File: src/cm_mem_pkg.sv
/*
 * configuration memory package
 * geometry of the 1K x 18 cell memory, channel regions
 * and the structs on the host write side
 */
`default_nettype none

package cm_mem_pkg;

    localparam int cm_chn_num      = 4;     // channel regions
    localparam int cm_word_w       = 18;    // stored word width
    localparam int cm_addr_w       = 10;    // 1K words
    localparam int cm_region_words = 256;   // words per channel
    localparam int cm_eop_bit      = 16;    // end of frame marker

    typedef logic [cm_word_w-1:0]  cm_word_t;
    typedef logic [cm_addr_w-1:0]  cm_addr_t;
    typedef logic [1:0]            cm_chn_t;
    typedef logic [cm_chn_num-1:0] cm_chn_vec_t;

    // host write port, plain levels and strobes
    typedef struct packed {
        logic     sel;     // high for a whole frame
        cm_chn_t  chn;     // target region, steady while sel
        logic     wr_en;   // one word per strobe
        cm_word_t data;
    } cm_wr_port_t;

    // write controller to memory
    typedef struct packed {
        logic     en;
        cm_addr_t addr;
        cm_word_t data;
    } cm_ram_wr_t;

    // region base, channel times region size
    function automatic cm_addr_t cm_base_addr(cm_chn_t chn);
        return cm_addr_t'(int'(chn) * cm_region_words);
    endfunction

endpackage

`default_nettype wire

File: src/cm_empty_flags.sv
/*
 * empty flags
 * one flag per channel, cleared by a finished frame or a
 * hot-plug edge on a written channel, set when read out
 */
`default_nettype none

module cm_empty_flags (
    input  logic                     clk_12_5m,
    input  logic                     rst_12_5m,
    input  cm_mem_pkg::cm_chn_vec_t  frame_done,
    input  cm_mem_pkg::cm_chn_vec_t  hot_plug_req,
    input  cm_mem_pkg::cm_chn_vec_t  rd_en,
    input  logic                     frame_end,
    output cm_mem_pkg::cm_chn_vec_t  cm_empty
);

    import cm_mem_pkg::*;

    cm_chn_vec_t hp_sync1;    // async pin, first stage
    cm_chn_vec_t hp_sync2;
    cm_chn_vec_t hp_prev;     // history for edge detect
    cm_chn_vec_t hp_edge;     // qualified rising edge
    cm_chn_vec_t written;     // frame seen since reset
    cm_chn_vec_t empty_set;
    cm_chn_vec_t empty_clr;
    cm_chn_vec_t empty_q;

    // ------------------------------------------------------------------
    // hot-plug synchronizer and edge
    // ------------------------------------------------------------------
    always_ff @(posedge clk_12_5m or negedge rst_12_5m) begin
        if (!rst_12_5m) begin
            hp_sync1 <= '0;
            hp_sync2 <= '0;
            hp_prev  <= '0;
            hp_edge  <= '0;
        end else begin
            hp_sync1 <= hot_plug_req;
            hp_sync2 <= hp_sync1;
            hp_prev  <= hp_sync2;
            hp_edge  <= hp_sync2 & ~hp_prev & written;  // never-written channels ignored
        end
    end

    // written record and the flags
    assign empty_set = rd_en & {cm_chn_num{frame_end}};  // last word read on that channel
    assign empty_clr = frame_done | hp_edge;

    always_ff @(posedge clk_12_5m or negedge rst_12_5m) begin
        if (!rst_12_5m) begin
            written <= '0;
            empty_q <= '1;
        end else begin
            written <= written | frame_done;
            empty_q <= empty_set | (empty_q & ~empty_clr);  // set has priority
        end
    end

    assign cm_empty = empty_q;

endmodule

`default_nettype wire

File: config.mk
export PLATFORM = sky130hd
export DESIGN_NAME = cm_empty_flags
export DESIGN_NICKNAME = d
export VERILOG_FILES = /design/src/cm_mem_pkg.sv /design/src/cm_empty_flags.sv
export SDC_FILE = /design/constraint.sdc
export NUM_CORES = 1
export LEC_CHECK = 0
export BUFFER_PORTS_ARGS = -buffer_cell sky130_fd_sc_hd__buf_2
export CAP_MARGIN = 10
export CORE_MARGIN = 5
export CORE_UTILIZATION = 47
export DETAILED_ROUTE_END_ITERATION = 8
export GPL_TIMING_DRIVEN = 0
export PLACE_DENSITY = 0.82
export SYNTH_ARGS = -nofsm -noshare
export SYNTH_HDL_FRONTEND = slang
export SYNTH_SLANG_ARGS = --single-unit
File: constraint.sdc
create_clock -name clk_12_5m -period 0.8 [get_ports clk_12_5m]
set_input_delay 0 -clock clk_12_5m [delete_from_list [all_inputs] [get_ports clk_12_5m]]
set_output_delay 0 -clock clk_12_5m [all_outputs]
set_load 0.1 [all_outputs]
======== Yosys cells after proc, flatten, opt, wreduce, memory -nomap -nowiden ========
Index checks and enable logic that the tools add are counted.
storage, ports and cells
  register bits ........................... 24
  bits of input ports ..................... 15
  output and inout bits ................... 4
  logic and storage cells ................. 15
cells by class
  bitwise logic cells ..................... 9
operators by type and width
  cell         number
  $and 4x4->4  4
  $or 4x4->4   3
  $not 4->4    2

======== Depth between registers and ports, before layout ========
  word-level depth ........................ 4
  mapped depth ............................ 2

======== Least setup slack after synthesis ========
OpenSTA, ideal clock, no wires.
  path type ............................... register -> register
  from .................................... register empty_q[0], in the netlist cm_empty[0]
  to ...................................... register empty_q[0], in the netlist cm_empty[0]
  setup time .............................. 0.063 ns
  data arrival time ....................... 1.028 ns
  slack ................................... -0.291 ns
  stages on the path, launching flop included .. 2
  cell sequence ........................... dfstp_2 -> a22o_1
on the way
  cells in the longest elaborated chain, start to end .. 2
ends and longest elaborated chain
  element                 line                  text
  start, declared         cm_empty_flags.sv:27  cm_chn_vec_t empty_q;
  start signal, assigned  cm_empty_flags.sv:56  empty_q <= empty_set | (empty_q & ~empty_clr);
  $and 4x4->4             cm_empty_flags.sv:56
  $or 4x4->4              cm_empty_flags.sv:56
Every way passes these cells.

======== Worst setup path after layout ========
  from .................................... register empty_q[2], in the netlist cm_empty[2]
  to ...................................... output port cm_empty[2]
RTL lines
  element        line                  text
  end, declared  cm_empty_flags.sv:15  output cm_mem_pkg::cm_chn_vec_t cm_empty
No word-level cell between the ends.

==> flow_summary_export.csv <==
group,metric,value,unit
timing,grt_setup_unrepaired,"true",
power_and_ir_drop,finalPower,2294,uW
detailed_routing,wire_per_inst,13.33,um
detailed_routing,dr.pass1.iters,3,
worst_setup_path,path_buf_inv,1,
timing,layout_min_cycle_time,1.134,ns
clocking,cts_sinks,24,
floorplanning,core,0.001471,mm^2
final_layout,layout-drive-gt1-share,33.33,%
global_route,grt_pass1_wl,2.456,mm
final_layout,stdcell_count,94,
worst_setup_path,crit_cells,1,
timing,fin_crit_sh,141.7,%
global_route,overflow,0,
logic_synthesis,synth_top_area_share,70.18,%
power_and_ir_drop,ir_drop,1691,uV
logic_synthesis,synth_seq_cells,24,
status,outcome,"finished, violations left",
clocking,cts-buffers-inserted,3,
timing,fmax,881.9,MHz
timing,finalHoldViolCount,0,
floorplanning,dieHeight,48.96,um
worst_setup_path,path_cells,"buf_12",
placed_design,dp_cells,76,
floorplanning,die_w,48.96,um
final_layout,area_growth,50.70,%
final_layout,antennaDiodeCount,0,
worst_setup_path,rrSetupSlack,-0.03,ns
logic_synthesis,syn-cell-area,713.2,um^2
floorplanning,num_rows,14,
clocking,root_buffer,"clkbuf_4",
logic_synthesis,syn_area_per_cell,16.98,um^2
worst_setup_path,cp_max_fo,2,
floorplanning,start_util,48.47,%
flow_run,maxCapViolations,0,
logic_synthesis,syn_nets,57,
power_and_ir_drop,p_leak,0.0004918,uW
worst_setup_path,worstPathRequired,0.80,ns
detailed_routing,drc,0,
timing,finClkSkew,0.001056,ns
timing,tightest_slew,0.4896,ns
worst_setup_path,path_delay_family,"flip-flops",
global_route,grt_pass1_vias,502,
clocking,cts_max_level,1,
worst_setup_path,worst-setup-path-type,"reg2out",
worst_setup_path,cp.arrival,1.13,ns
logic_synthesis,yosysSeqAreaShare,84.91,%
worst_setup_path,reg2reg_depth,1,
logic_synthesis,ys_warn_count,0,
timing,setup_viol,8,
timing,drv_slew,0,
worst_setup_path,max_stage_delay,0.65,ns
logic_synthesis,yosysUniqueCellTypes,7,
timing,holdWs,0.1742,ns
worst_setup_path,start_kind,"register",
detailed_routing,wl,1.253,mm
detailed_routing,ant_nets,0,
timing,final.setup.tns,-1.413,ns
final_layout,layout_common_cells,"dfrtp_1, dlygate4sd3_1, buf_2",
logic_synthesis,yosys.area.top_type,"dfrtp_1",
final_layout,layout_commonest_cell,"dfrtp_1",
clocking,ctsLongestPathBuffers,2,
global_route,track_usage,13.52,%
worst_setup_path,endpoint_kind,"primary output",
detailed_routing,drtIter0Drc,5,
final_layout,layout.nets,94,
power_and_ir_drop,p_per_area,2134,mW/mm^2
global_route,grt_max_degree,25,
clocking,clk_pin_slew,0.12,ns
logic_synthesis,ys_top_cells_by_area,"dfrtp_1, dfstp_2, a22o_1, or2_1, nor2_1",
detailed_routing,vias,434,
logic_synthesis,syn_inst,42,
timing,slew_headroom,67.36,%
placed_design,dp_hpwl,755.7,um
worst_setup_path,r2r-start,"cm_empty[2]$_DFF_PN1_",
clocking,post_cts_buffers,0,
placed_design,gp_congestion,0.7008,
hold_path,min_path_type,"in2async",
timing,layout_setup_ws,-0.3339,ns
worst_setup_path,slowest_stage,"dfstp_4",
floorplanning,io_pins,19,
global_route,antenna_found_initial,0,
detailed_routing,via_per_inst,4.617,
status,violations,"negative setup slack",
placed_design,pre_cts_ws,-0.2199,ns
floorplanning,die_area,0.002397,mm^2
clocking,cts_tree,"yes",
worst_setup_path,r2r_end,"cm_empty[2]$_DFF_PN1_",
placed_design,portBuffers,18,
clocking,worstSkewPairLatency,0.30,ns
-- registers in the layout, summed over array words and instances (netlist names) --
register and count:
hp_edge 4, written 4, cm_empty 4, hp_prev 4
hp_sync2 4, hp_sync1 4
-- cells by family after synthesis --
group / synth area share, %
AOI/OAI and AO/OA: 4.912
DFF: 84.91
and+or+nand+nor: 10.18
-- final cells by class --
type	count	area, um^2
multi-input cells	18	107.6
fillers	95	396.6
well taps	16	20.02
repair buffers	32	290.3
clock buffers	4	36.28
flip-flops and latches	24	620.6
-- synth_stat cells --
master	number
a22o_1	4
and3b_1	2
or2_1	4
nand2_1	2
dfrtp_1	20
dfstp_2	4
nor2_1	6
-- worst max path at each step --
stage	slack (ns)	from	to
2_1_floorplan	-0.19	cm_empty[0]$_DFF_PN1_	cm_empty[0]$_DFF_PN1_
3_3_place_gp	-0.21	cm_empty[0]$_DFF_PN1_	cm_empty[0]
3_5_place_dp	-0.22	cm_empty[2]$_DFF_PN1_	cm_empty[2]
4_1_cts	-0.34	cm_empty[2]$_DFF_PN1_	cm_empty[2]
5_1_grt	-0.37	cm_empty[2]$_DFF_PN1_	cm_empty[2]
6_report	-0.33	cm_empty[2]$_DFF_PN1_	cm_empty[2]
-- report_power, final --
| part | leakage [uW] | total (uW) | internal [uW] | switching (uW) |
|---|---|---|---|---|
| registers | 0.000271 | 1330 | 1290 | 32.6 |
| logic | 0.000200 | 351 | 157 | 194 |
| clock network | 0.0000210 | 615 | 278 | 338 |
| total | 0.000492 | 2290 | 1730 | 564 |
-- layer usage --
| metal | vias up | wire [um] | global-route usage (%) |
|---|---|---|---|
| met5 | - | 0 | 0 |
| met4 | 0 | 13 | 6.726 |
| met3 | 2 | 70 | 4.587 |
| met2 | 13 | 673 | 20.87 |
| met1 | 210 | 495 | 16.80 |
| li1 | 209 | - | - |
-- through the flow --
step	area, um^2	utilization, %
after CTS	1075	73.04
after global placement	838.3	56.97
after detailed placement	838.3	56.97
after floorplan	728.2	-
after global routing	1075	73.04
final	1075	73.04
-- repair_timing --
action | 4_1_cts | 5_1_grt
pin swaps | 4 | 0
setup endpoints to repair | 8 | 8
endpoints found under the hold margin | 36 | 0
hold buffers | 14 | 0
resized for setup | 16 | 0
Power figures use the tool's default switching activity.
