--- src/cm_mem_pkg.sv ---
/*
 * configuration memory package
 * geometry of the 1K x 18 cell memory, channel regions
 * and the structs on the host write side
 */
`default_nettype none

package cm_mem_pkg;

    localparam int cm_chn_num      = 4;     // channel regions
    localparam int cm_word_w       = 18;    // stored word width
    localparam int cm_addr_w       = 10;    // 1K words
    localparam int cm_region_words = 256;   // words per channel
    localparam int cm_eop_bit      = 16;    // end of frame marker

    typedef logic [cm_word_w-1:0]  cm_word_t;
    typedef logic [cm_addr_w-1:0]  cm_addr_t;
    typedef logic [1:0]            cm_chn_t;
    typedef logic [cm_chn_num-1:0] cm_chn_vec_t;

    // host write port, plain levels and strobes
    typedef struct packed {
        logic     sel;     // high for a whole frame
        cm_chn_t  chn;     // target region, steady while sel
        logic     wr_en;   // one word per strobe
        cm_word_t data;
    } cm_wr_port_t;

    // write controller to memory
    typedef struct packed {
        logic     en;
        cm_addr_t addr;
        cm_word_t data;
    } cm_ram_wr_t;

    // region base, channel times region size
    function automatic cm_addr_t cm_base_addr(cm_chn_t chn);
        return cm_addr_t'(int'(chn) * cm_region_words);
    endfunction

endpackage

`default_nettype wire

--- src/cm_write_ctrl.sv ---
/*
 * write controller
 * opens a write window on the select edge, steers the address
 * from the channel base and flags each finished frame
 */
`default_nettype none

module cm_write_ctrl (
    input  logic                     clk_12_5m,
    input  logic                     rst_12_5m,
    input  cm_mem_pkg::cm_wr_port_t  wr_port,
    output cm_mem_pkg::cm_ram_wr_t   ram_wr,
    output cm_mem_pkg::cm_chn_vec_t  frame_done
);

    import cm_mem_pkg::*;

    logic        sel_q;       // select history for edge
    logic        sof;         // frame start
    logic        eof;         // end-marked word being written
    logic        win_q;       // write window
    logic        wr_en_q;     // registered strobe
    cm_word_t    data_q;      // registered word
    cm_addr_t    addr_q;
    cm_chn_vec_t chn_win;     // window split per channel
    cm_chn_vec_t chn_win_q;

    assign sof = wr_port.sel && !sel_q;
    assign eof = wr_en_q && data_q[cm_eop_bit];

    // ------------------------------------------------------------------
    // window and strobe registers
    // ------------------------------------------------------------------
    always_ff @(posedge clk_12_5m or negedge rst_12_5m) begin
        if (!rst_12_5m) begin
            sel_q   <= 1'b0;
            win_q   <= 1'b0;
            wr_en_q <= 1'b0;
        end else begin
            sel_q   <= wr_port.sel;
            wr_en_q <= win_q && wr_port.wr_en;  // strobes outside the window dropped
            if (eof) begin
                win_q <= 1'b0;                  // end mark wins over a new edge
            end else if (sof) begin
                win_q <= 1'b1;
            end
        end
    end

    always_ff @(posedge clk_12_5m) begin
        data_q <= wr_port.data;
    end

    // address, base on start then one step per written word
    always_ff @(posedge clk_12_5m or negedge rst_12_5m) begin
        if (!rst_12_5m) begin
            addr_q <= '0;
        end else if (sof) begin
            addr_q <= cm_base_addr(wr_port.chn);
        end else if (wr_en_q) begin
            addr_q <= addr_q + 1'b1;
        end
    end

    assign ram_wr = '{en: wr_en_q, addr: addr_q, data: data_q};

    // ------------------------------------------------------------------
    // frame done, falling edge of each channel window
    // ------------------------------------------------------------------
    always_comb begin
        for (int i = 0; i < cm_chn_num; i++) begin
            chn_win[i] = win_q && (wr_port.chn == cm_chn_t'(i));
        end
    end

    always_ff @(posedge clk_12_5m or negedge rst_12_5m) begin
        if (!rst_12_5m) begin
            chn_win_q <= '0;
        end else begin
            chn_win_q <= chn_win;
        end
    end

    assign frame_done = chn_win_q & ~chn_win;  // one cycle per closed window

endmodule

`default_nettype wire

--- config.mk ---
export PLATFORM = sky130hd
export DESIGN_NAME = cm_write_ctrl
export DESIGN_NICKNAME = d
export VERILOG_FILES = /design/src/cm_mem_pkg.sv /design/src/cm_write_ctrl.sv
export SDC_FILE = /design/constraint.sdc
export NUM_CORES = 1
export LEC_CHECK = 0
export ABC_AREA = 1
export BUFFER_PORTS_ARGS = -buffer_cell sky130_fd_sc_hd__buf_2
export CORE_ASPECT_RATIO = 0.6
export CORE_MARGIN = 8
export CORE_UTILIZATION = 40
export DETAILED_ROUTE_END_ITERATION = 6
export PLACE_DENSITY = 0.73
export SLEW_MARGIN = 20
export SYNTH_ARGS = -nofsm -noshare
export SYNTH_HDL_FRONTEND = slang
export SYNTH_SLANG_ARGS = --single-unit
--- constraint.sdc ---
create_clock -name clk_12_5m -period 1.2 [get_ports clk_12_5m]
set_clock_uncertainty 0.15 [all_clocks]
set_input_delay 0.24 -clock clk_12_5m [delete_from_list [all_inputs] [get_ports clk_12_5m]]
set_output_delay 0.24 -clock clk_12_5m [all_outputs]
set_load 0.01 [all_outputs]
# Word level (Yosys, flattened, before mapping)

Index checks and enable logic that the tools add are counted.

Logic and storage cells: 27
Output and inout port bits: 33
Input port bits: 24
Bits in registers: 35

Eq/ne operators: 3
Muxes and demuxes: 4
Add/sub/neg operators: 1
Reduce and logical (&&, ||, !) cells: 11
Bitwise logic cells: 2

Operators by type and width:

| kind                                                | count |
|---|---|
| two-way mux 10 bit                                  | 2 |
| adder 10 x 1 -> 10 bit, second input constant       | 1 |
| logical AND 1 bit                                   | 7 |
| bitwise AND 4 bit                                   | 1 |
| equality test 2 bit, second input constant          | 2 |
| NOT 4 bit                                           | 1 |
| nonzero test 2 bit                                  | 2 |
| equality test 2 x 1 -> 1 bit, second input constant | 1 |
| zero test 2 bit                                     | 1 |
| two-way mux 1 bit                                   | 2 |
| zero test 1 bit                                     | 1 |

# Depth between registers and ports, before layout

Gate-level depths: netlist (run 1).

Word-level depth: 4
Mapped depth: 8

# Worst setup path before layout (run 1)

No wires, ideal clock.

Path type: flip-flop to flip-flop
Start point: register addr_q[0]
End point: register addr_q[6]
Slack: -121 ps
Arrival: 1054 ps
Required time: 933 ps
Period minus slack after synthesis: 1321 ps
Cell stages (with the launch flop): 7
Cell sequence: dfrtp_1 ha_1 nand4_1 nor2_1 nand2_1 nand2_1 nor2_1

Word-level cells in the longest chain between the ends: 3

RTL lines:

| what                   | line                | source |
|---|---|---|
| from (decl)            | cm_write_ctrl.sv:24 | `cm_addr_t addr_q;` |
| from (signal assigned) | cm_write_ctrl.sv:59 | `addr_q <= cm_base_addr(wr_port.chn);` |
| from (signal assigned) | cm_write_ctrl.sv:61 | `addr_q <= addr_q + 1'b1;` |
| adder 10 x 1 -> 10 bit | cm_write_ctrl.sv:61 |  |
| two-way mux 10 bit     | cm_write_ctrl.sv:60 | `end else if (wr_en_q) begin` |
| two-way mux 10 bit     | cm_write_ctrl.sv:58 | `end else if (sof) begin` |

Every way passes these cells. The select of a mux whose other input is x is not followed.
A chain may end at the register's enable or synchronous reset.

# Worst setup path in the final report (run 1)

Start point: register win_q
End point: output frame_done[2]

Word-level cells in the longest chain between the ends: 3

RTL lines:

| what                   | line                | source |
|---|---|---|
| from (decl)            | cm_write_ctrl.sv:21 | `logic win_q;` |
| from (signal assigned) | cm_write_ctrl.sv:37 | `win_q <= 1'b0;` |
| from (signal assigned) | cm_write_ctrl.sv:43 | `win_q <= 1'b0;` |
| from (signal assigned) | cm_write_ctrl.sv:45 | `win_q <= 1'b1;` |
| logical AND 1 bit      | cm_write_ctrl.sv:72 | `chn_win[i] = win_q && (wr_port.chn == cm_chn_t'(i));` |
| via chn_win[2]         | cm_write_ctrl.sv:25 | `cm_chn_vec_t chn_win;` |
| NOT 4 bit              | cm_write_ctrl.sv:84 | `assign frame_done = chn_win_q & ~chn_win;` |
| bitwise AND 4 bit      | cm_write_ctrl.sv:84 |  |
| to (decl)              | cm_write_ctrl.sv:13 | `output cm_mem_pkg::cm_chn_vec_t frame_done` |

The timed path passes the listed nets, and every way through them passes these cells.

==> flow_metrics.tcl, run 1 <==
set metrics [dict create \
    status "complete, but fails checks" \
    violations "negative setup slack" \
    setup_viol_count_final 25 \
    fmax_ghz 0.627 \
    gp_congestion 0.825 \
    pin_count 57 \
    track_usage 0.179 \
    synth_top_cell_by_area "dfrtp_1" \
    syn_avg_cell_area_um2 9.39 \
    r2r_slack_ns -0.24 \
    power_mw 3.75 \
    cp.required_ns 0.81 \
    num_vias 1447 \
    drt_pass1_iterations 4 \
    clockRootBuffer "clkbuf_8" \
    final_nets 264 \
    vias_per_cell 5.13 \
    cts_buffers 5 \
    path_cells "nand2_2 > nor2_2 > nor2_1 > buf_2" \
    synth.top_cell.area_share 0.351 \
    critPathKind "register to output port" \
    syn_inst 129 \
    dp_hpwl_mm 2.56 \
    dpl_cell_area_um2 1600 \
    slew_headroom 0.734 \
    hold_depth 2 \
    synthArstFlopShare 0.486 \
    netlist_top_cells_area "dfrtp_1, dfxtp_1, nand2_1" \
    grt_pass1_wl_mm 6.80 \
    wirelength_mm 5.34 \
    critical_path_buf_inv_count 1 \
    yosys-top-cells-count "nand2_1, inv_1, dfxtp_1" \
    antennaDiodeCount 0 \
    crit_cells 4 \
    synth.yosys.seq_area_share 0.649 \
    critPathMaxStageDelay_ns 0.42 \
    arrival_ns 1.20 \
    yosysWarnings 0 \
    drc_errors 0 \
    power_density_nw_per_um2 1620 \
    cts_max_level 2 \
    grt_pass1_vias 1361 \
    fp.dieH_um 58.6 \
    clkSinkCount 35 \
    antenna_found_initial 0 \
    drt-initial-drc-count 104 \
    cts.clk_slew.worst_paths_ns 0.07 \
    ys_types 18 \
    max-cap-violations 0 \
    grt_max_degree 18 \
    synth_flop_cell "dfxtp_1" \
    rows 15 \
    synth_enable_flop_cells 0 \
    post-route-min-period_ns 1.59 \
    initial_core_util 0.422 \
    die_area_um2 5100 \
    end_kind "output port" \
    period_share 1.33 \
    area_delta_synth_final_pct 91.5 \
    die_w_um 87.0 \
    synth_nets 154 \
    slew_violations 0 \
    reg2reg_depth 8 \
    cts_tree "done" \
    ir_drop_mv 0.962 \
    setup_ws_ns -0.395 \
    drt-wirelength-per-cell_um 19.0 \
    worstReg2RegEnd "addr_q[8]$_DFFE_PN0P_" \
    clk-insertion-delay-late_ns 0.29 \
    p_leak_nw 1.17 \
    syn_area_um2 1210 \
    ant_nets 0 \
    crit_family "flip-flops" \
    yosys_register_bits 35 \
    slowest_stage "dfrtp_1" \
    min_to "chn_win_q[0]$_DFF_PN0_" \
    grt_remaining_overflow 0 \
    r2r-start "addr_q[0]$_DFFE_PN0P_" \
    startpoint_type "register" \
    min-delay-start "wr_port[19]" \
    synth_most_common_cell "nand2_1" \
    worst_slew_pin_slew_ns 0.398 \
    port_buffers 56 \
    crit_fanout 3 \
    fin_area_um2 2320 \
    clk_path_buf_depth 2 \
    rsz0062_at_grt "yes" \
    hold_viol_final 0 \
    core_area_um2 2870 \
    drive_gt1_frac 0.533 \
    hp-class "input pin to register" \
]
==> worst max-delay path by stage <==
stage | endpoint | slack, ns | start
after floorplan | addr_q[6]$_DFFE_PN0P_ | -0.04 | addr_q[0]$_DFFE_PN0P_
after global placement | frame_done[1] | -0.03 | wr_port[19]
after detailed placement | addr_q[6]$_DFFE_PN0P_ | -0.11 | addr_q[1]$_DFFE_PN0P_
after CTS | frame_done[2] | -0.29 | win_q$_DFFE_PN0P_
after global routing | frame_done[2] | -0.42 | win_q$_DFFE_PN0P_
final | frame_done[2] | -0.39 | win_q$_DFFE_PN0P_
==> layout by cell type, fill, tap and decap left out, drive strengths merged <==
master / count
buf: 85
nand2: 27
inv: 23
dlygate4sd3: 21
dfxtp: 18
dfrtp: 17
nor2: 15
clkbuf: 7
nand3: 7
a21oi: 6
o21ai: 6
nor3: 2
nand4: 2
a22oi: 1
o22ai: 1
ha: 1
clkinv: 1
==> power breakdown <==
group          internal (mW)  switching [mW]  leakage (nW)
registers               1.29           0.121         0.369
clock network          0.588           0.436        0.0594
logic                  0.715           0.600         0.742
total                   2.60            1.16          1.17
==> metrics by stage <==
stage | util | hold slack, ns | setup slack, ns | TNS (ns) | cells
3_3_place_gp | 0.559 | 0.0308 | -0.0304 | -0.0949 | 233
4_1_cts | 0.740 | 0.00168 | -0.288 | -2.04 | 276
5_1_grt | 0.808 | 0.0368 | -0.418 | -4.10 | 282
2_1_floorplan | - | -0.206 | -0.0418 | -0.0558 | 129
3_5_place_dp | 0.559 | 0.0389 | -0.114 | -0.337 | 233
6_report | 0.808 | 0.0472 | -0.395 | -3.43 | 282
==> state kept, by name, summed over array words and instances (netlist names) <==
register,flops
win_q,1
addr_q,10
chn_win_q,4
wr_en_q,1
sel_q,1
data_q,18
==> per-layer routing <==
| metal | vias up | part of all wire | GRT usage |
|---|---|---|---|
| met3 | 38 | 0.089 | 0.0541 |
| met5 | - | 0 | 0 |
| met4 | 0 | 0.055 | 0.0925 |
| met1 | 697 | 0.36 | 0.191 |
| li1 | 614 | - | - |
| met2 | 98 | 0.49 | 0.315 |
==> worst register-to-register path, delay by kind of cell (launching register included) <==
kind,cells,cell delay (ns)
buffers and inverters,1,0.14
adders and majority gates,1,0.19
and+or+nand+nor,6,0.40
DFF,1,0.46
==> layout make-up <==
type                            count  area, um2
Clock buffer                        7        108
Clock inverter                      1       5.00
Fill cell                         151        552
Inverter                           23       88.8
Multi-Input combinational cell     68        468
Sequential cell                    35        791
Tap cell                           42       52.6
Timing Repair Buffer              106        807
==> kinds of logic (layout without fill, tap and decap cells) <==
logic type,after synthesis,after routing,synth area share
buffers and inverters,26,137,0.0899
DFF,35,35,0.649
and+or+nand+nor,53,53,0.190
AOI/OAI and AO/OA,14,14,0.0610
adders and majority gates,1,1,0.0103
==> timing repair <==
action / 4_1_cts / 5_1_grt
resized for setup: 24 / 40
hold buffers: 21 / 0
pin swaps: 4 / 16
hold endpoints to repair: 37 / 0
buffers inserted: 14 / 7
setup endpoints to repair: 22 / 25
Note: power is estimated with default switching activity, not from simulation.
==> inputs of run 2 (changes only) <==
--- a/config.mk
+++ b/config.mk
@@ -13,4 +13,5 @@
 export DETAILED_ROUTE_END_ITERATION = 6
 export PLACE_DENSITY = 0.73
+export RECOVER_POWER = 100
 export SLEW_MARGIN = 20
 export SYNTH_ARGS = -nofsm -noshare
==> constraint.sdc (replaced) <==
create_clock -name clk_12_5m -period 1.2 [get_ports clk_12_5m]
set_clock_uncertainty 0.15 [all_clocks]
set_input_delay 0.12 -clock clk_12_5m [delete_from_list [all_inputs] [get_ports clk_12_5m]]
set_output_delay 0.12 -clock clk_12_5m [all_outputs]
set_load 0.01 [all_outputs]
==> run 2 against run 1 <==
  * The flow finishes with violations (negative hold slack, negative setup slack)
  * Final area shrank 8.6%
  * Fmax grew 11%
  * Via count shrank 10%
  * Sequential cell count is the same
  * Sequential power is essentially flat
  * First-iteration DRC count shrank 16%
  * Power shrank 8.7%
  * Utilization shrank 7.0 points
  * Die area is the same
  * Hold slack lost 0.10 ns
  * Critical endpoint is now frame_done[0]
  * Largest cell class is now registers
  * Largest power group unchanged
==> flow_metrics.tcl, run 2 (same netlist as run 1, synthesis figures left out) <==
set metrics [dict create \
    status "complete, but fails checks" \
    violations "negative hold slack, negative setup slack" \
    setup_viol_count_final 15 \
    clk_path_buf_depth 2 \
    p_leak_nw 1.07 \
    area_delta_synth_final_pct 75.0 \
    ir_drop_mv 1.06 \
    cts_max_level 2 \
    cts_tree "done" \
    ant_nets 0 \
    drt-wirelength-per-cell_um 15.9 \
    die_area_um2 5100 \
    holdWs_ns -0.0551 \
    clkSinkCount 35 \
    track_usage 0.153 \
    wirelength_mm 4.29 \
    rsz0062_at_grt "yes" \
    drc_errors 0 \
    slew_violations 0 \
    fmax_ghz 0.699 \
    hold_viol_final 2 \
    clk-insertion-delay-late_ns 0.29 \
    cp.required_ns 0.93 \
    cts_hold_buffers 21 \
    core_area_um2 2870 \
    top_register "data_q" \
    fin_cells 270 \
    drive_gt1_frac 0.465 \
    dp_cells 231 \
    antennaDiodeCount 0 \
    fp.dieH_um 58.6 \
    critPathMaxStageDelay_ns 0.41 \
    layout_commonest_cell "buf_2" \
    drt-initial-drc-count 87 \
    grt_max_degree 18 \
    crit_fanout 3 \
    die_w_um 87.0 \
    cts.clk_slew.worst_paths_ns 0.07 \
    antenna_found_initial 0 \
    max-cap-violations 0 \
    final_nets 252 \
    rows 15 \
    power_density_nw_per_um2 1620 \
    path_cells "inv_2 > nor3_2 > nor2_1 > buf_2" \
    cts_buffers 5 \
    grt_pass1_vias 1224 \
    final_cell_mix "buf_2, inv_1, dlygate4sd3_1" \
    arrival_ns 1.16 \
    drt_pass1_iterations 4 \
    dpl_cell_area_um2 1590 \
    critPathKind "register to output port" \
    pin_count 57 \
    gp_congestion 0.792 \
    num_vias 1299 \
    crit_family "flip-flops" \
    dp_hpwl_mm 2.55 \
    fin_area_um2 2120 \
    critical_path_buf_inv_count 2 \
    reg.largest.list "data_q: 18 flops, addr_q: 10 flops, chn_win_q: 4 flops" \
    worst_slew_pin_slew_ns 0.445 \
    port_buffers 56 \
    grt_remaining_overflow 0 \
    period_share 1.19 \
    end_kind "output port" \
    slowest_stage "dfrtp_1" \
    vias_per_cell 4.81 \
    largest_register_ffs 18 \
    initial_core_util 0.422 \
    post-route-min-period_ns 1.43 \
    setup_ws_ns -0.232 \
    slew_headroom 0.703 \
    clockRootBuffer "clkbuf_8" \
    grt_pass1_wl_mm 5.95 \
    startpoint_type "register" \
    hp-class "input pin to register" \
]
run 2: cell types whose count changed in the layout (fill, tap and decap cells not counted), sizes merged:
cell    change
clkbuf      +3
buf        -15
run 2: power by group:
| group | leakage, nW | switching [mW] | total, mW | internal [mW] |
|---|---|---|---|---|
| Sequential | 0.367 | 0.128 | 1.42 | 1.29 |
| Combinational | 0.639 | 0.439 | 0.977 | 0.538 |
| Clock | 0.0594 | 0.439 | 1.03 | 0.589 |
run 2: final timing paths:
kind / slack, ns / endpoint / cells after the start / from
max in group asynchronous: 0.40 / wr_en_q$_DFF_PN0_ / 2 / rst_12_5m
setup / recovery: -0.23 / frame_done[0] / 4 / win_q$_DFFE_PN0P_
hold reg to reg: 0.34 / win_q$_DFFE_PN0P_ / 1 / data_q[16]$_DFF_P_
setup reg to reg: -0.21 / addr_q[8]$_DFFE_PN0P_ / 7 / addr_q[0]$_DFFE_PN0P_
hold / removal: -0.06 / chn_win_q[0]$_DFF_PN0_ / 2 / wr_port[19]
min in group asynchronous: 0.15 / addr_q[3]$_DFFE_PN0P_ / 2 / rst_12_5m
run 2: metrics by stage:
step / TNS, ns / utilization / hold slack, ns / worst slack [ns] / total power [mW]
global placement: -0.0245 / 0.553 / -0.0895 / -0.0145 / 1.93
detailed placement: -0.147 / 0.553 / -0.0869 / -0.0982 / 1.96
floorplan: -0.0558 / - / -0.326 / -0.0418 / 1.66
global route: -2.65 / 0.738 / -0.0696 / -0.258 / 3.57
finish: -1.83 / 0.738 / -0.0551 / -0.232 / 3.42
CTS: -0.987 / 0.695 / -0.0999 / -0.162 / 3.15
run 2: metal layers:
layer  share of wire  wire length [um]  vias up  GRT usage
li1                -                 -      594          -
met1            0.39              1660      606      0.174
met2            0.51              2200       78      0.272
met3           0.073               313       21     0.0416
met4           0.028               118        0     0.0511
met5               0                 0        -          0
run 2: what timing repair did:
action                                  4_1_cts  5_1_grt
resized for setup                            14       25
endpoints found under the setup margin       10       17
buffers inserted                              4        6
endpoints found under the hold margin        40        2
pin swaps                                     5       10
run 2: area by class of cell:
class                      count  area, um2
tap                           42       52.6
clock inverter                 1       5.00
fill                         183        752
multi-input combinational     68        409
inverter                      23       86.3
timing repair buffer          94        667
clock buffer                   7        108
sequential                    35        792
