===== src/cm_mem_pkg.sv =====
/*
 * configuration memory package
 * geometry of the 1K x 18 cell memory, channel regions
 * and the structs on the host write side
 */
`default_nettype none

package cm_mem_pkg;

    localparam int cm_chn_num      = 4;     // channel regions
    localparam int cm_word_w       = 18;    // stored word width
    localparam int cm_addr_w       = 10;    // 1K words
    localparam int cm_region_words = 256;   // words per channel
    localparam int cm_eop_bit      = 16;    // end of frame marker

    typedef logic [cm_word_w-1:0]  cm_word_t;
    typedef logic [cm_addr_w-1:0]  cm_addr_t;
    typedef logic [1:0]            cm_chn_t;
    typedef logic [cm_chn_num-1:0] cm_chn_vec_t;

    // host write port, plain levels and strobes
    typedef struct packed {
        logic     sel;     // high for a whole frame
        cm_chn_t  chn;     // target region, steady while sel
        logic     wr_en;   // one word per strobe
        cm_word_t data;
    } cm_wr_port_t;

    // write controller to memory
    typedef struct packed {
        logic     en;
        cm_addr_t addr;
        cm_word_t data;
    } cm_ram_wr_t;

    // region base, channel times region size
    function automatic cm_addr_t cm_base_addr(cm_chn_t chn);
        return cm_addr_t'(int'(chn) * cm_region_words);
    endfunction

endpackage

`default_nettype wire


===== src/cm_frame_pkg.sv =====
/*
 * configuration frame package
 * header word positions, header field constants, the
 * slot table and the read side structs
 */
`default_nettype none

package cm_frame_pkg;

    import cm_mem_pkg::*;

    // read sequence, seven header words then the body
    typedef enum logic [2:0] {
        head_da    = 3'd0,  // destination address
        head_da_sa = 3'd1,  // dest slot and source flag
        head_sa    = 3'd2,  // source address
        head_rsvd  = 3'd3,
        head_type  = 3'd4,
        head_tick  = 3'd5,  // tick position
        head_len   = 3'd6,
        head_body  = 3'd7   // stored words
    } cm_head_e;

    typedef logic [3:0] cm_slot_t;

    localparam logic [1:0]  cm_sof_tag      = 2'b10;
    localparam logic [2:0]  cm_box_num      = 3'd0;     // fixed extension box
    localparam logic [15:0] cm_cfg_type     = 16'h0C01;
    localparam logic [15:0] cm_cfg_data_len = 16'd264;
    localparam logic [15:0] cm_tick_pos     = 16'h0000;
    localparam logic [15:0] cm_len_word     = cm_cfg_data_len - 16'd8;  // minus header

    // destination slot per channel
    localparam cm_slot_t cm_slot_table [cm_chn_num] = '{4'd3, 4'd4, 4'd5, 4'd6};

    typedef struct packed {
        logic [7:0] dst_sta_num;
        logic       master;      // master/slave flag, bit 0 only
    } cm_station_t;

    // output port toward the frame consumer
    typedef struct packed {
        cm_chn_vec_t dval;   // one bit per channel
        cm_word_t    data;
    } cm_sdu_t;

endpackage

`default_nettype wire


===== src/cm_read_framer.sv =====
/*
 * read framer
 * sequences the seven header words, steers the read address
 * into the channel region and passes the stored body through
 */
`default_nettype none

module cm_read_framer (
    input  logic                       clk_12_5m,
    input  logic                       rst_12_5m,
    input  cm_mem_pkg::cm_chn_vec_t    rd_en,
    input  cm_frame_pkg::cm_station_t  station,
    input  cm_mem_pkg::cm_word_t       rd_data,
    output cm_mem_pkg::cm_addr_t       rd_addr,
    output logic                       frame_end,
    output cm_frame_pkg::cm_sdu_t      sdu
);

    import cm_mem_pkg::*;
    import cm_frame_pkg::*;

    cm_head_e    pos_q;     // read sequence position
    cm_addr_t    ptr_q;     // address of the word in rd_data
    cm_chn_t     rd_chn;    // channel from one-hot enable
    cm_slot_t    slot;
    logic        adv;       // any reader active
    logic        body;
    cm_word_t    word_d;
    cm_chn_vec_t dval_q;
    cm_word_t    data_q;

    assign adv       = |rd_en;
    assign body      = (pos_q == head_body);
    assign frame_end = adv && body && rd_data[cm_eop_bit];

    always_comb begin
        case (rd_en)
            4'b0010: rd_chn = 2'd1;
            4'b0100: rd_chn = 2'd2;
            4'b1000: rd_chn = 2'd3;
            default: rd_chn = 2'd0;  // also idle
        endcase
    end

    assign slot = cm_slot_table[rd_chn];

    // ------------------------------------------------------------------
    // position and read pointer, both hold while rd_en is low
    // ------------------------------------------------------------------
    always_ff @(posedge clk_12_5m or negedge rst_12_5m) begin
        if (!rst_12_5m) begin
            pos_q <= head_da;
            ptr_q <= '0;
        end else if (adv) begin
            if (!body) begin
                pos_q <= cm_head_e'(pos_q + 3'd1);
            end else if (rd_data[cm_eop_bit]) begin
                pos_q <= head_da;                   // frame done
            end
            if (pos_q == head_tick) begin
                ptr_q <= cm_base_addr(rd_chn);      // base word ready at head_body
            end else if (body) begin
                ptr_q <= ptr_q + 1'b1;
            end
        end
    end

    // next word only when the current one is taken
    assign rd_addr = (adv && body) ? cm_addr_t'(ptr_q + 1'b1) : ptr_q;

    // ------------------------------------------------------------------
    // output word assembly
    // ------------------------------------------------------------------
    always_comb begin
        case (pos_q)
            head_da:    word_d = {cm_sof_tag, 6'd0, station.dst_sta_num, cm_box_num[2:1]};
            head_da_sa: word_d = {2'b00, cm_box_num[0], 1'b0, slot, 7'd0, station.master, 2'd0};
            head_sa:    word_d = '0;
            head_rsvd:  word_d = '0;
            head_type:  word_d = {2'b00, cm_cfg_type};
            head_tick:  word_d = {2'b00, cm_tick_pos};
            head_len:   word_d = {2'b00, cm_len_word};
            head_body:  word_d = {1'b0, rd_data[cm_eop_bit:0]};  // bit 17 cleared
            default:    word_d = '0;
        endcase
    end

    always_ff @(posedge clk_12_5m or negedge rst_12_5m) begin
        if (!rst_12_5m) begin
            dval_q <= '0;
        end else begin
            dval_q <= rd_en;  // valid one cycle after request
        end
    end

    always_ff @(posedge clk_12_5m) begin
        if (adv) begin
            data_q <= word_d;
        end
    end

    assign sdu = '{dval: dval_q, data: data_q};

endmodule

`default_nettype wire


===== config.mk =====
export PLATFORM = sky130hd
export DESIGN_NAME = cm_read_framer
export DESIGN_NICKNAME = d
export VERILOG_FILES = /design/src/cm_mem_pkg.sv /design/src/cm_frame_pkg.sv /design/src/cm_read_framer.sv
export SDC_FILE = /design/constraint.sdc
export NUM_CORES = 1
export LEC_CHECK = 0
export BUFFER_PORTS_ARGS = -buffer_cell sky130_fd_sc_hd__clkbuf_2
export CAP_MARGIN = 20
export CORE_MARGIN = 1
export CORE_UTILIZATION = 53
export DETAILED_ROUTE_END_ITERATION = 8
export MAX_ROUTING_LAYER = met4
export PLACE_DENSITY = 0.84
export SLEW_MARGIN = 20
export SYNTH_ARGS = -nofsm -noshare
export SYNTH_HDL_FRONTEND = slang
export SYNTH_SLANG_ARGS = --single-unit
export TNS_END_PERCENT = 50

===== constraint.sdc =====
create_clock -name clk_12_5m -period 3 [get_ports clk_12_5m]
set_input_delay 0.6 -clock clk_12_5m [delete_from_list [all_inputs] [get_ports clk_12_5m]]
set_output_delay 0.6 -clock clk_12_5m [all_outputs]
set_load 0.05 [all_outputs]

## Word level (Yosys, flattened, before mapping)

Index checks and enable logic that the tools add are counted.

| storage, ports and cells | value |
|---|---|
| logic and storage cells | 37 |
| output and inout bits | 33 |
| bits in registers | 35 |

| operators by class | value |
|---|---|
| bitwise operators | 1 |
| equal/unequal tests | 11 |
| muxes and demuxes | 10 |
| order comparisons | 1 |
| add/sub/neg operators | 2 |
| reductions and logical operators | 8 |

Operators with widths:

| operator | count |
|---|---|
| $pmux W18 S6 | 1 |
| $mux W10 | 3 |
| $eq A3 B3 Y1 const B | 4 |
| $add A10 B1 Y10 const B | 1 |
| $bmux W4 S2 | 1 |
| $mux W4 | 2 |
| $eq A3 B2 Y1 const B | 2 |
| $mux W3 | 2 |
| $pmux W2 S3 | 1 |
| $eq A4 B2 Y1 const B | 1 |
| $eq A4 B3 Y1 const B | 1 |
| $eq A4 B4 Y1 const B | 1 |
| $reduce_and A2 Y1 | 2 |
| $reduce_or A4 Y1 | 1 |
| $add A3 B1 Y3 const B | 1 |
| $eq A3 B1 Y1 const B | 1 |
| $ge A3 B3 Y1 const B | 1 |
| $logic_not A3 Y1 | 1 |
| $not A2 Y3 | 1 |
| $reduce_or A3 Y1 | 1 |
| $logic_and A1 B1 Y1 | 2 |
| $ne A2 B2 Y1 const B | 1 |
| $reduce_bool A2 Y1 | 1 |

## Logic depth before layout (Yosys ltp)

Gate-level depths: netlist of the first run.

| depth | value |
|---|---|
| depth after elaboration | 7 |
| gate-level depth with buffers | 7 |
| mapped depth without buffers | 6 |

## Worst setup path after synthesis of the first run

No wires, ideal clock.

| path | value |
|---|---|
| path type | input to output |
| start point | in rd_en[1] |
| end point | out rd_addr[5] |
| path slack | 0.099 ns |
| stages | 5 |
| arrival time | 2.301 ns |
| cells stage by stage | nor4_4 > inv_6 > nand3_2 > nor2_1 > xnor2_1 |

| between the ends | value |
|---|---|
| word-level cells in the longest chain between the ends | 3 |

Ends and longest elaborated chain:

| item | line | source |
|---|---|---|
| start: declaration | cm_read_framer.sv:11 | `input cm_mem_pkg::cm_chn_vec_t rd_en,` |
| $reduce_or A4 Y1 | cm_read_framer.sv:32 | `assign adv = \|rd_en;` |
| net adv | cm_read_framer.sv:26 | `logic adv;` |
| $logic_and A1 B1 Y1 | cm_read_framer.sv:69 | `assign rd_addr = (adv && body) ? cm_addr_t'(ptr_q + 1'b1) : ptr_q;` |
| $mux W10 | cm_read_framer.sv:69 |  |
| end: declaration | cm_read_framer.sv:14 | `output cm_mem_pkg::cm_addr_t rd_addr,` |

The timed path passes the listed nets, and every way through them passes these cells.

## Worst setup path in the final report of the first run

| path | value |
|---|---|
| start point | reg pos_q[0] |
| end point | out rd_addr[7] |

| between the ends | value |
|---|---|
| word-level cells in the longest chain between the ends | 3 |

Ends and longest elaborated chain:

| item | line | source |
|---|---|---|
| start: declaration | cm_read_framer.sv:22 | `cm_head_e pos_q;` |
| start signal: assignment | cm_read_framer.sv:56 | `pos_q <= cm_head_e'(pos_q + 3'd1);` |
| $eq A3 B3 Y1 | cm_read_framer.sv:33 | `assign body = (pos_q == head_body);` |
| $logic_and A1 B1 Y1 | cm_read_framer.sv:69 |  |
| $mux W10 | cm_read_framer.sv:69 |  |

No other way between the ends.

==> results of run 1 <==
==> worst max-delay path, delay by kind of cell, from the launching register on <==
kind | cells | cell delay (ps)
AND/OR/NAND/NOR | 2 | 410
buffers and inverters | 1 | 310
flip-flops | 1 | 440
XOR/XNOR | 1 | 220
adder cells (fa/ha/maj) | 2 | 510
==> layer usage <==
layer	share of wire [%]	vias up	wire, um
met5	0	-	0
met4	1.6	0	56
met3	7.0	6	250
met2	47	66	1661
met1	45	699	1581
li1	-	730	-
==> final timing paths <==
kind	startpoint	to	slack, ps	depth (start not counted)
worst min register to register	pos_q[1]	pos_q[1]	570	1
min in group clk_12_5m	rd_en[0]	dval_q[0]	440	1
worst max register to register	pos_q[0]	ptr_q[7]	670	7
worst max-delay path	pos_q[0]	rd_addr[7]	190	6
max in group asynchronous	rst_12_5m	pos_q[0]	2500	1
worst min-delay path	rst_12_5m	ptr_q[8]	190	1
==> layout make-up <==
cell class              instances  area (um2)  area share (%)
clock buffers                   6       51.30           2.237
clock inverters                 2       35.03           1.528
flip-flops and latches         35       965.9           42.12
repair buffers                 66       335.3           14.62
well taps                      46       57.56           2.510
inverters                       8       35.03           1.528
multi-input cells             113       813.3           35.46
==> synthesized netlist by cell type (3+ instances only) <==
| master | instances | share of area [%] |
|---|---|---|
| or4_1 | 3 | 1.2 |
| clkbuf_1 | 3 | 0.61 |
| or3_1 | 4 | 1.4 |
| edfxtp_1 | 18 | 29 |
| o31ai_1 | 4 | 1.6 |
| a22o_1 | 7 | 3.3 |
| nand3_1 | 7 | 1.9 |
| nor3_1 | 3 | 0.81 |
| o21ai_1 | 3 | 0.81 |
| nand2_1 | 13 | 2.6 |
| inv_1 | 7 | 1.4 |
| nor2_1 | 3 | 0.61 |
| and2_1 | 8 | 2.7 |
| o21ai_0 | 10 | 2.7 |
| xnor2_1 | 6 | 2.8 |
| xor2_1 | 5 | 2.4 |
| ha_1 | 8 | 5.4 |
| and3_1 | 3 | 1.0 |
| a21oi_1 | 3 | 0.81 |
| dfrtp_1 | 17 | 23 |
==> cells by family after synthesis <==
kind of cell               Yosys count  share of synthesized area (%)
and+or+nand+nor                     54                          17.75
muxes                                1                         0.6097
AOI/OAI and AO/OA                   39                          14.91
adders and majority gates            8                          5.420
buffers and inverters               14                          3.794
DFF                                 35                          52.30
xor gates and xnor gates            11                          5.217
==> power groups by stage <==
stage / registers (mW) / logic [mW] / clock network [mW]
floorplan: 1.10 / 0.563 / 0
global placement: 0.786 / 1.10 / 0
detailed placement: 0.791 / 1.11 / 0
CTS: 0.780 / 1.12 / 0.357
global route: 0.804 / 1.21 / 0.373
finish: 0.781 / 1.11 / 0.348
==> flip-flops by register name (all words and copies together), names as in the netlist <==
signal,flops
data_q,18
ptr_q,10
dval_q,4
pos_q,3
==> stage by stage <==
| stage | power [mW] | instance area (um2) | std cells |
|---|---|---|---|
| after floorplan | 1.665 | 1847 | 162 |
| after global placement | 1.888 | 2205 | 268 |
| after detailed placement | 1.904 | 2205 | 268 |
| after CTS | 2.257 | 2291 | 276 |
| after global routing | 2.389 | 2293 | 276 |
| final | 2.243 | 2293 | 276 |
==> flow_results.xml, run 1 <==
<?xml version="1.0" encoding="UTF-8"?>
<metrics>
  <group name="outcome">
    <metric name="result_of_the_run" unit="">finished, final reports clean</metric>
  </group>
  <group name="cts">
    <metric name="worstSkewPairLatency" unit="ps">330</metric>
    <metric name="cts_tree" unit="">yes</metric>
    <metric name="cts_num_sinks" unit="">35</metric>
    <metric name="clkSlewWorstSetupHoldPaths" unit="ps">100</metric>
    <metric name="htreeDepth" unit="">2</metric>
    <metric name="cts_buffer_depth" unit="">2</metric>
    <metric name="cts_made_buffers" unit="">5</metric>
    <metric name="cts_root_buf" unit="">clkbuf_4</metric>
    <metric name="cts-hold-fix-buffers" unit="">0</metric>
    <metric name="post_cts_setup_driven_buffer_insertion_count" unit="">0</metric>
    <metric name="cts-resized-gates" unit="">0</metric>
  </group>
  <group name="final_layout">
    <metric name="drive_gt1_share" unit="%">36.52</metric>
    <metric name="fillCellCount" unit="">244</metric>
    <metric name="synthToLayoutAreaGrowth" unit="%">24.19</metric>
    <metric name="fin_nets" unit="">270</metric>
    <metric name="antenna-diode-count" unit="">0</metric>
    <metric name="layout_commonest_cell" unit="">clkbuf_2</metric>
    <metric name="final_core_utilization" unit="%">68.73</metric>
    <metric name="layout.cells.most_common_list" unit="">64 x clkbuf_2, 18 x edfxtp_1, 17 x dfrtp_1, 13 x nand2_1, 10 x o21ai_0</metric>
  </group>
  <group name="drt">
    <metric name="routed_wire_length_per_instance" unit="um">12.86</metric>
    <metric name="drc" unit="">0</metric>
    <metric name="drt-pass1-iter-count" unit="">4</metric>
    <metric name="post_route_antenna_net_violation_count" unit="">0</metric>
    <metric name="drt-initial-drc-count" unit="">66</metric>
    <metric name="via_per_inst" unit="">5.438</metric>
    <metric name="routed_wirelength" unit="mm">3.549</metric>
    <metric name="vias" unit="">1501</metric>
  </group>
  <group name="floorplanning">
    <metric name="dieArea" unit="mm2">0.003725</metric>
    <metric name="core.rowCount" unit="">21</metric>
    <metric name="floorplan.die.height" unit="um">61.03</metric>
    <metric name="floorplan.die.width" unit="um">61.03</metric>
    <metric name="core_region_area" unit="mm2">0.003337</metric>
    <metric name="initial_utilization" unit="%">55.34</metric>
    <metric name="floorplan.io_pins" unit="">66</metric>
  </group>
  <group name="worst_setup_path">
    <metric name="cp_cell_sequence" unit="">ha_1, ha_2, nand3_2, nor3_1, xor2_1, clkbuf_2</metric>
    <metric name="timing.critical_path.slowest_stage_cell" unit="">dfrtp_1</metric>
    <metric name="crit_path_end_kind" unit="">output pin</metric>
    <metric name="crit_required" unit="ps">2400</metric>
    <metric name="top_fanout_value_on_the_critical_path" unit="">8</metric>
    <metric name="max_stage_delay" unit="ps">440</metric>
    <metric name="critPathLaunchType" unit="">flip-flop</metric>
    <metric name="setup.worst_path.class" unit="">flip-flop to output pin</metric>
    <metric name="critPathArrivalTime" unit="ps">2210</metric>
  </group>
  <group name="global_route">
    <metric name="grtUsageMet2" unit="%">33.07</metric>
    <metric name="met3_grt_util" unit="%">5.462</metric>
    <metric name="antenna_found_initial" unit="">0</metric>
    <metric name="grt.busiest_layer" unit="">met2</metric>
    <metric name="grt_overflow" unit="">0</metric>
    <metric name="grt_start_max_net_pins" unit="">27</metric>
    <metric name="wire_length_of_the_first_global_routing_pass" unit="mm">5.485</metric>
    <metric name="grtUsageMet1" unit="%">24.93</metric>
    <metric name="first_global_vias" unit="">1297</metric>
    <metric name="gr-usage-all-layers" unit="%">21.17</metric>
  </group>
  <group name="placed_design">
    <metric name="pre_cts_ws" unit="ps">359.4</metric>
    <metric name="dpl.hpwl" unit="mm">2.579</metric>
    <metric name="total_of_buffers_placed_on_input_and_output_ports" unit="">64</metric>
    <metric name="finalWeightedCongestion" unit="">0.8546</metric>
  </group>
  <group name="yosys">
    <metric name="yosys_warns" unit="">0</metric>
    <metric name="synth_edf_count" unit="">18</metric>
    <metric name="synthesis.area" unit="mm2">0.001847</metric>
    <metric name="synth-main-ff-cell" unit="">edfxtp_1</metric>
    <metric name="synth.distinct_cells" unit="">44</metric>
    <metric name="syn_nets" unit="">203</metric>
    <metric name="synth_seq_area_share" unit="%">52.30</metric>
    <metric name="ys_async_sr_fraction" unit="%">48.57</metric>
    <metric name="synth.ff_latch_count" unit="">35</metric>
    <metric name="syn_inst" unit="">162</metric>
    <metric name="syn_avg_cell_area" unit="um2">11.40</metric>
  </group>
  <group name="job">
    <metric name="max_cap_viol_count" unit="">0</metric>
  </group>
  <group name="power">
    <metric name="leakagePower" unit="nW">1.102</metric>
    <metric name="powerDensity" unit="mW/mm2">978.0</metric>
    <metric name="pwr-share-comb" unit="%">49.7</metric>
    <metric name="power_frac_seq" unit="%">34.8</metric>
    <metric name="power_frac_clock" unit="%">15.5</metric>
    <metric name="internal-power" unit="mW">1.201</metric>
    <metric name="worst_ir_drop_vdd" unit="V">0.0006650</metric>
    <metric name="power.switching_fraction" unit="%">46.44</metric>
    <metric name="power.net_switching" unit="mW">1.042</metric>
  </group>
  <group name="sta">
    <metric name="finalClockSkew" unit="ps">4.013</metric>
    <metric name="setup_ws" unit="ps">188.0</metric>
    <metric name="unrepaired_setup_endpoints_after_global_routing" unit="">false</metric>
    <metric name="final_min_period_over_clock_period" unit="%">93.73</metric>
    <metric name="fin_hold_ws" unit="ps">189.5</metric>
    <metric name="final.min_clock_period" unit="ps">2812</metric>
    <metric name="maxSlewHeadroom" unit="%">70.77</metric>
    <metric name="maxClockFrequency" unit="GHz">0.3556</metric>
    <metric name="setup_viols_final" unit="">0</metric>
    <metric name="setup_tns" unit="ps">0</metric>
    <metric name="timing.final.hold_violations" unit="">0</metric>
    <metric name="timing.final.max_slew_violations" unit="">0</metric>
    <metric name="worst_pin_slew" unit="ps">438.5</metric>
  </group>
  <group name="min_path">
    <metric name="path_type_of_the_worst_min_delay_path" unit="">input port to asynchronous set/reset pin</metric>
  </group>
</metrics>
Power figures use the tool's default switching activity.
==> inputs of run 2 (changes only) <==
- CAP_MARGIN: 20 -> default
- CORE_UTILIZATION: 53 -> 30
- PLACE_DENSITY: 0.84 -> default
==> flow_results.xml, run 2 (synthesized netlist as in run 1, its figures left out) <==
<?xml version="1.0" encoding="UTF-8"?>
<metrics>
  <group name="outcome">
    <metric name="result_of_the_run" unit="">finished, final reports clean</metric>
  </group>
  <group name="cts">
    <metric name="clkSlewWorstSetupHoldPaths" unit="ps">70</metric>
    <metric name="cts_num_sinks" unit="">35</metric>
    <metric name="worstSkewPairLatency" unit="ps">280</metric>
    <metric name="cts_made_buffers" unit="">5</metric>
    <metric name="cts_buffer_depth" unit="">2</metric>
    <metric name="cts_root_buf" unit="">clkbuf_8</metric>
    <metric name="cts-hold-fix-buffers" unit="">0</metric>
    <metric name="cts_tree" unit="">yes</metric>
    <metric name="htreeDepth" unit="">2</metric>
  </group>
  <group name="worst_setup_path">
    <metric name="crit_required" unit="ps">2400</metric>
    <metric name="critPathArrivalTime" unit="ps">2120</metric>
    <metric name="critical_path.top_delay_family" unit="">adder cells</metric>
    <metric name="cp.buffers_inverters" unit="">1</metric>
    <metric name="crit-reg2reg-capture" unit="">ptr_q[7]</metric>
    <metric name="ff2ff_path_depth" unit="">7</metric>
    <metric name="timing.rr.start" unit="">pos_q[0]</metric>
    <metric name="max_stage_delay" unit="ps">420</metric>
    <metric name="critPathLaunchType" unit="">flip-flop</metric>
    <metric name="timing.critical_path.slowest_stage_cell" unit="">dfrtp_1</metric>
    <metric name="top_fanout_value_on_the_critical_path" unit="">9</metric>
    <metric name="setup.worst_path.class" unit="">flip-flop to output pin</metric>
    <metric name="crit_path_end_kind" unit="">output pin</metric>
    <metric name="cp_cell_sequence" unit="">ha_1, ha_2, nand2_4, nor3_1, xor2_1, clkbuf_2</metric>
    <metric name="timing.reg2reg.setup_slack" unit="ps">660</metric>
  </group>
  <group name="floorplanning">
    <metric name="floorplan.io_pins" unit="">66</metric>
    <metric name="floorplan.die.width" unit="um">80.46</metric>
    <metric name="core.rowCount" unit="">28</metric>
    <metric name="initial_utilization" unit="%">31.19</metric>
    <metric name="core_region_area" unit="mm2">0.005921</metric>
    <metric name="floorplan.die.height" unit="um">80.46</metric>
    <metric name="dieArea" unit="mm2">0.006474</metric>
  </group>
  <group name="min_path">
    <metric name="path_type_of_the_worst_min_delay_path" unit="">input port to asynchronous set/reset pin</metric>
  </group>
  <group name="drt">
    <metric name="routed_wire_length_per_instance" unit="um">13.10</metric>
    <metric name="drc" unit="">0</metric>
    <metric name="routed_wirelength" unit="mm">4.009</metric>
    <metric name="via_per_inst" unit="">4.784</metric>
    <metric name="drt-pass1-iter-count" unit="">4</metric>
    <metric name="vias" unit="">1464</metric>
    <metric name="drt-initial-drc-count" unit="">74</metric>
    <metric name="post_route_antenna_net_violation_count" unit="">0</metric>
  </group>
  <group name="final_layout">
    <metric name="antenna-diode-count" unit="">0</metric>
    <metric name="largest_register_ff_count" unit="">18</metric>
    <metric name="layout.cells.most_common_list" unit="">64 x clkbuf_2, 18 x edfxtp_1, 17 x dfrtp_1, 13 x nand2_1, 10 x o21ai_0</metric>
    <metric name="drive_gt1_share" unit="%">35.93</metric>
    <metric name="layout_commonest_cell" unit="">clkbuf_2</metric>
    <metric name="reg.largest.list" unit="">data_q x18, ptr_q x10, dval_q x4</metric>
    <metric name="design_area" unit="mm2">0.002332</metric>
    <metric name="fin_nets" unit="">271</metric>
    <metric name="top_register" unit="">data_q</metric>
    <metric name="synthToLayoutAreaGrowth" unit="%">26.29</metric>
  </group>
  <group name="global_route">
    <metric name="wire_length_of_the_first_global_routing_pass" unit="mm">6.230</metric>
    <metric name="first_global_vias" unit="">1355</metric>
    <metric name="grt_start_max_net_pins" unit="">22</metric>
    <metric name="gr-usage-all-layers" unit="%">13.17</metric>
    <metric name="antenna_found_initial" unit="">0</metric>
    <metric name="grt_overflow" unit="">0</metric>
  </group>
  <group name="sta">
    <metric name="setup_tns" unit="ps">0</metric>
    <metric name="worst_pin_slew" unit="ps">458.0</metric>
    <metric name="finalClockSkew" unit="ps">3.165</metric>
    <metric name="final.min_clock_period" unit="ps">2720</metric>
    <metric name="setup_viols_final" unit="">0</metric>
    <metric name="final_min_period_over_clock_period" unit="%">90.66</metric>
    <metric name="unrepaired_setup_endpoints_after_global_routing" unit="">false</metric>
    <metric name="timing.final.max_slew_violations" unit="">0</metric>
    <metric name="timing.final.hold_violations" unit="">0</metric>
    <metric name="maxClockFrequency" unit="GHz">0.3677</metric>
    <metric name="maxSlewHeadroom" unit="%">69.47</metric>
  </group>
  <group name="placed_design">
    <metric name="finalWeightedCongestion" unit="">0.8009</metric>
    <metric name="dpl.hpwl" unit="mm">2.889</metric>
    <metric name="dpl-instance-area" unit="mm2">0.002248</metric>
    <metric name="total_of_buffers_placed_on_input_and_output_ports" unit="">64</metric>
  </group>
  <group name="power">
    <metric name="leakagePower" unit="nW">1.100</metric>
    <metric name="powerDensity" unit="mW/mm2">955.9</metric>
    <metric name="worst_ir_drop_vdd" unit="V">0.0003996</metric>
  </group>
  <group name="job">
    <metric name="max_cap_viol_count" unit="">0</metric>
  </group>
</metrics>
-- run 2: changes by cell type in the layout (fill, tap and decap cells not counted), sizes merged --
cell / delta
clkinv: +1
buf: +1
bufinv: -1
-- run 2: cell type report --
cell class,instances,area [um2]
clock buffer,6,72.57
clock inverter,2,8.758
fill,599,3588
inverter,8,35.03
multi-input combinational,113,813.3
sequential,35,965.9
tap,75,93.84
timing repair buffer,67,342.8
-- run 2: timing repair --
item                                    in CTS  in global routing
resized for setup                            0                  1
endpoints found under the setup margin       0                  2
hold endpoints to repair                     0                  0
buffers inserted                             0                  0
-- run 2: worst max-delay path by stage --
stage	depth (start not counted)	to	slack [ps]	startpoint
finish	6	rd_addr[8]	280	pos_q[0]
global route	6	rd_addr[8]	120	ptr_q[0]
CTS	6	rd_addr[8]	130	pos_q[0]
detailed placement	6	rd_addr[8]	440	pos_q[0]
global placement	6	rd_addr[8]	440	pos_q[0]
floorplan	5	rd_addr[5]	100	rd_en[1]
-- run 2: metal layers --
| layer | vias up | wire length (um) | GRT usage, % |
|---|---|---|---|
| li1 | 733 | - | - |
| met1 | 666 | 1923 | 16.22 |
| met2 | 61 | 1824 | 21.10 |
| met3 | 4 | 232 | 3.636 |
| met4 | 0 | 29 | 3.750 |
| met5 | - | 0 | - |
-- run 2: per-stage QoR --
| step | util (%) | total power, mW | instances | worst slack [ps] | hold slack, ps |
|---|---|---|---|---|---|
| 6_report | 39.39 | 2.229 | 306 | 280.2 | 253.7 |
| 5_1_grt | 39.39 | 2.367 | 306 | 118.8 | 281.5 |
| 4_1_cts | 39.35 | 2.259 | 306 | 125.7 | 268.2 |
| 3_5_place_dp | 37.98 | 1.919 | 298 | 437.5 | 553.7 |
| 3_3_place_gp | 37.98 | 1.910 | 298 | 441.3 | 541.2 |
| 2_1_floorplan | - | 1.665 | 162 | 99.11 | 304.4 |
-- run 2: power by group --
group | switching, mW | internal, mW | leakage, nW
clock | 0.169 | 0.160 | 0.0426
combinational | 0.799 | 0.320 | 0.633
sequential | 0.0955 | 0.687 | 0.425
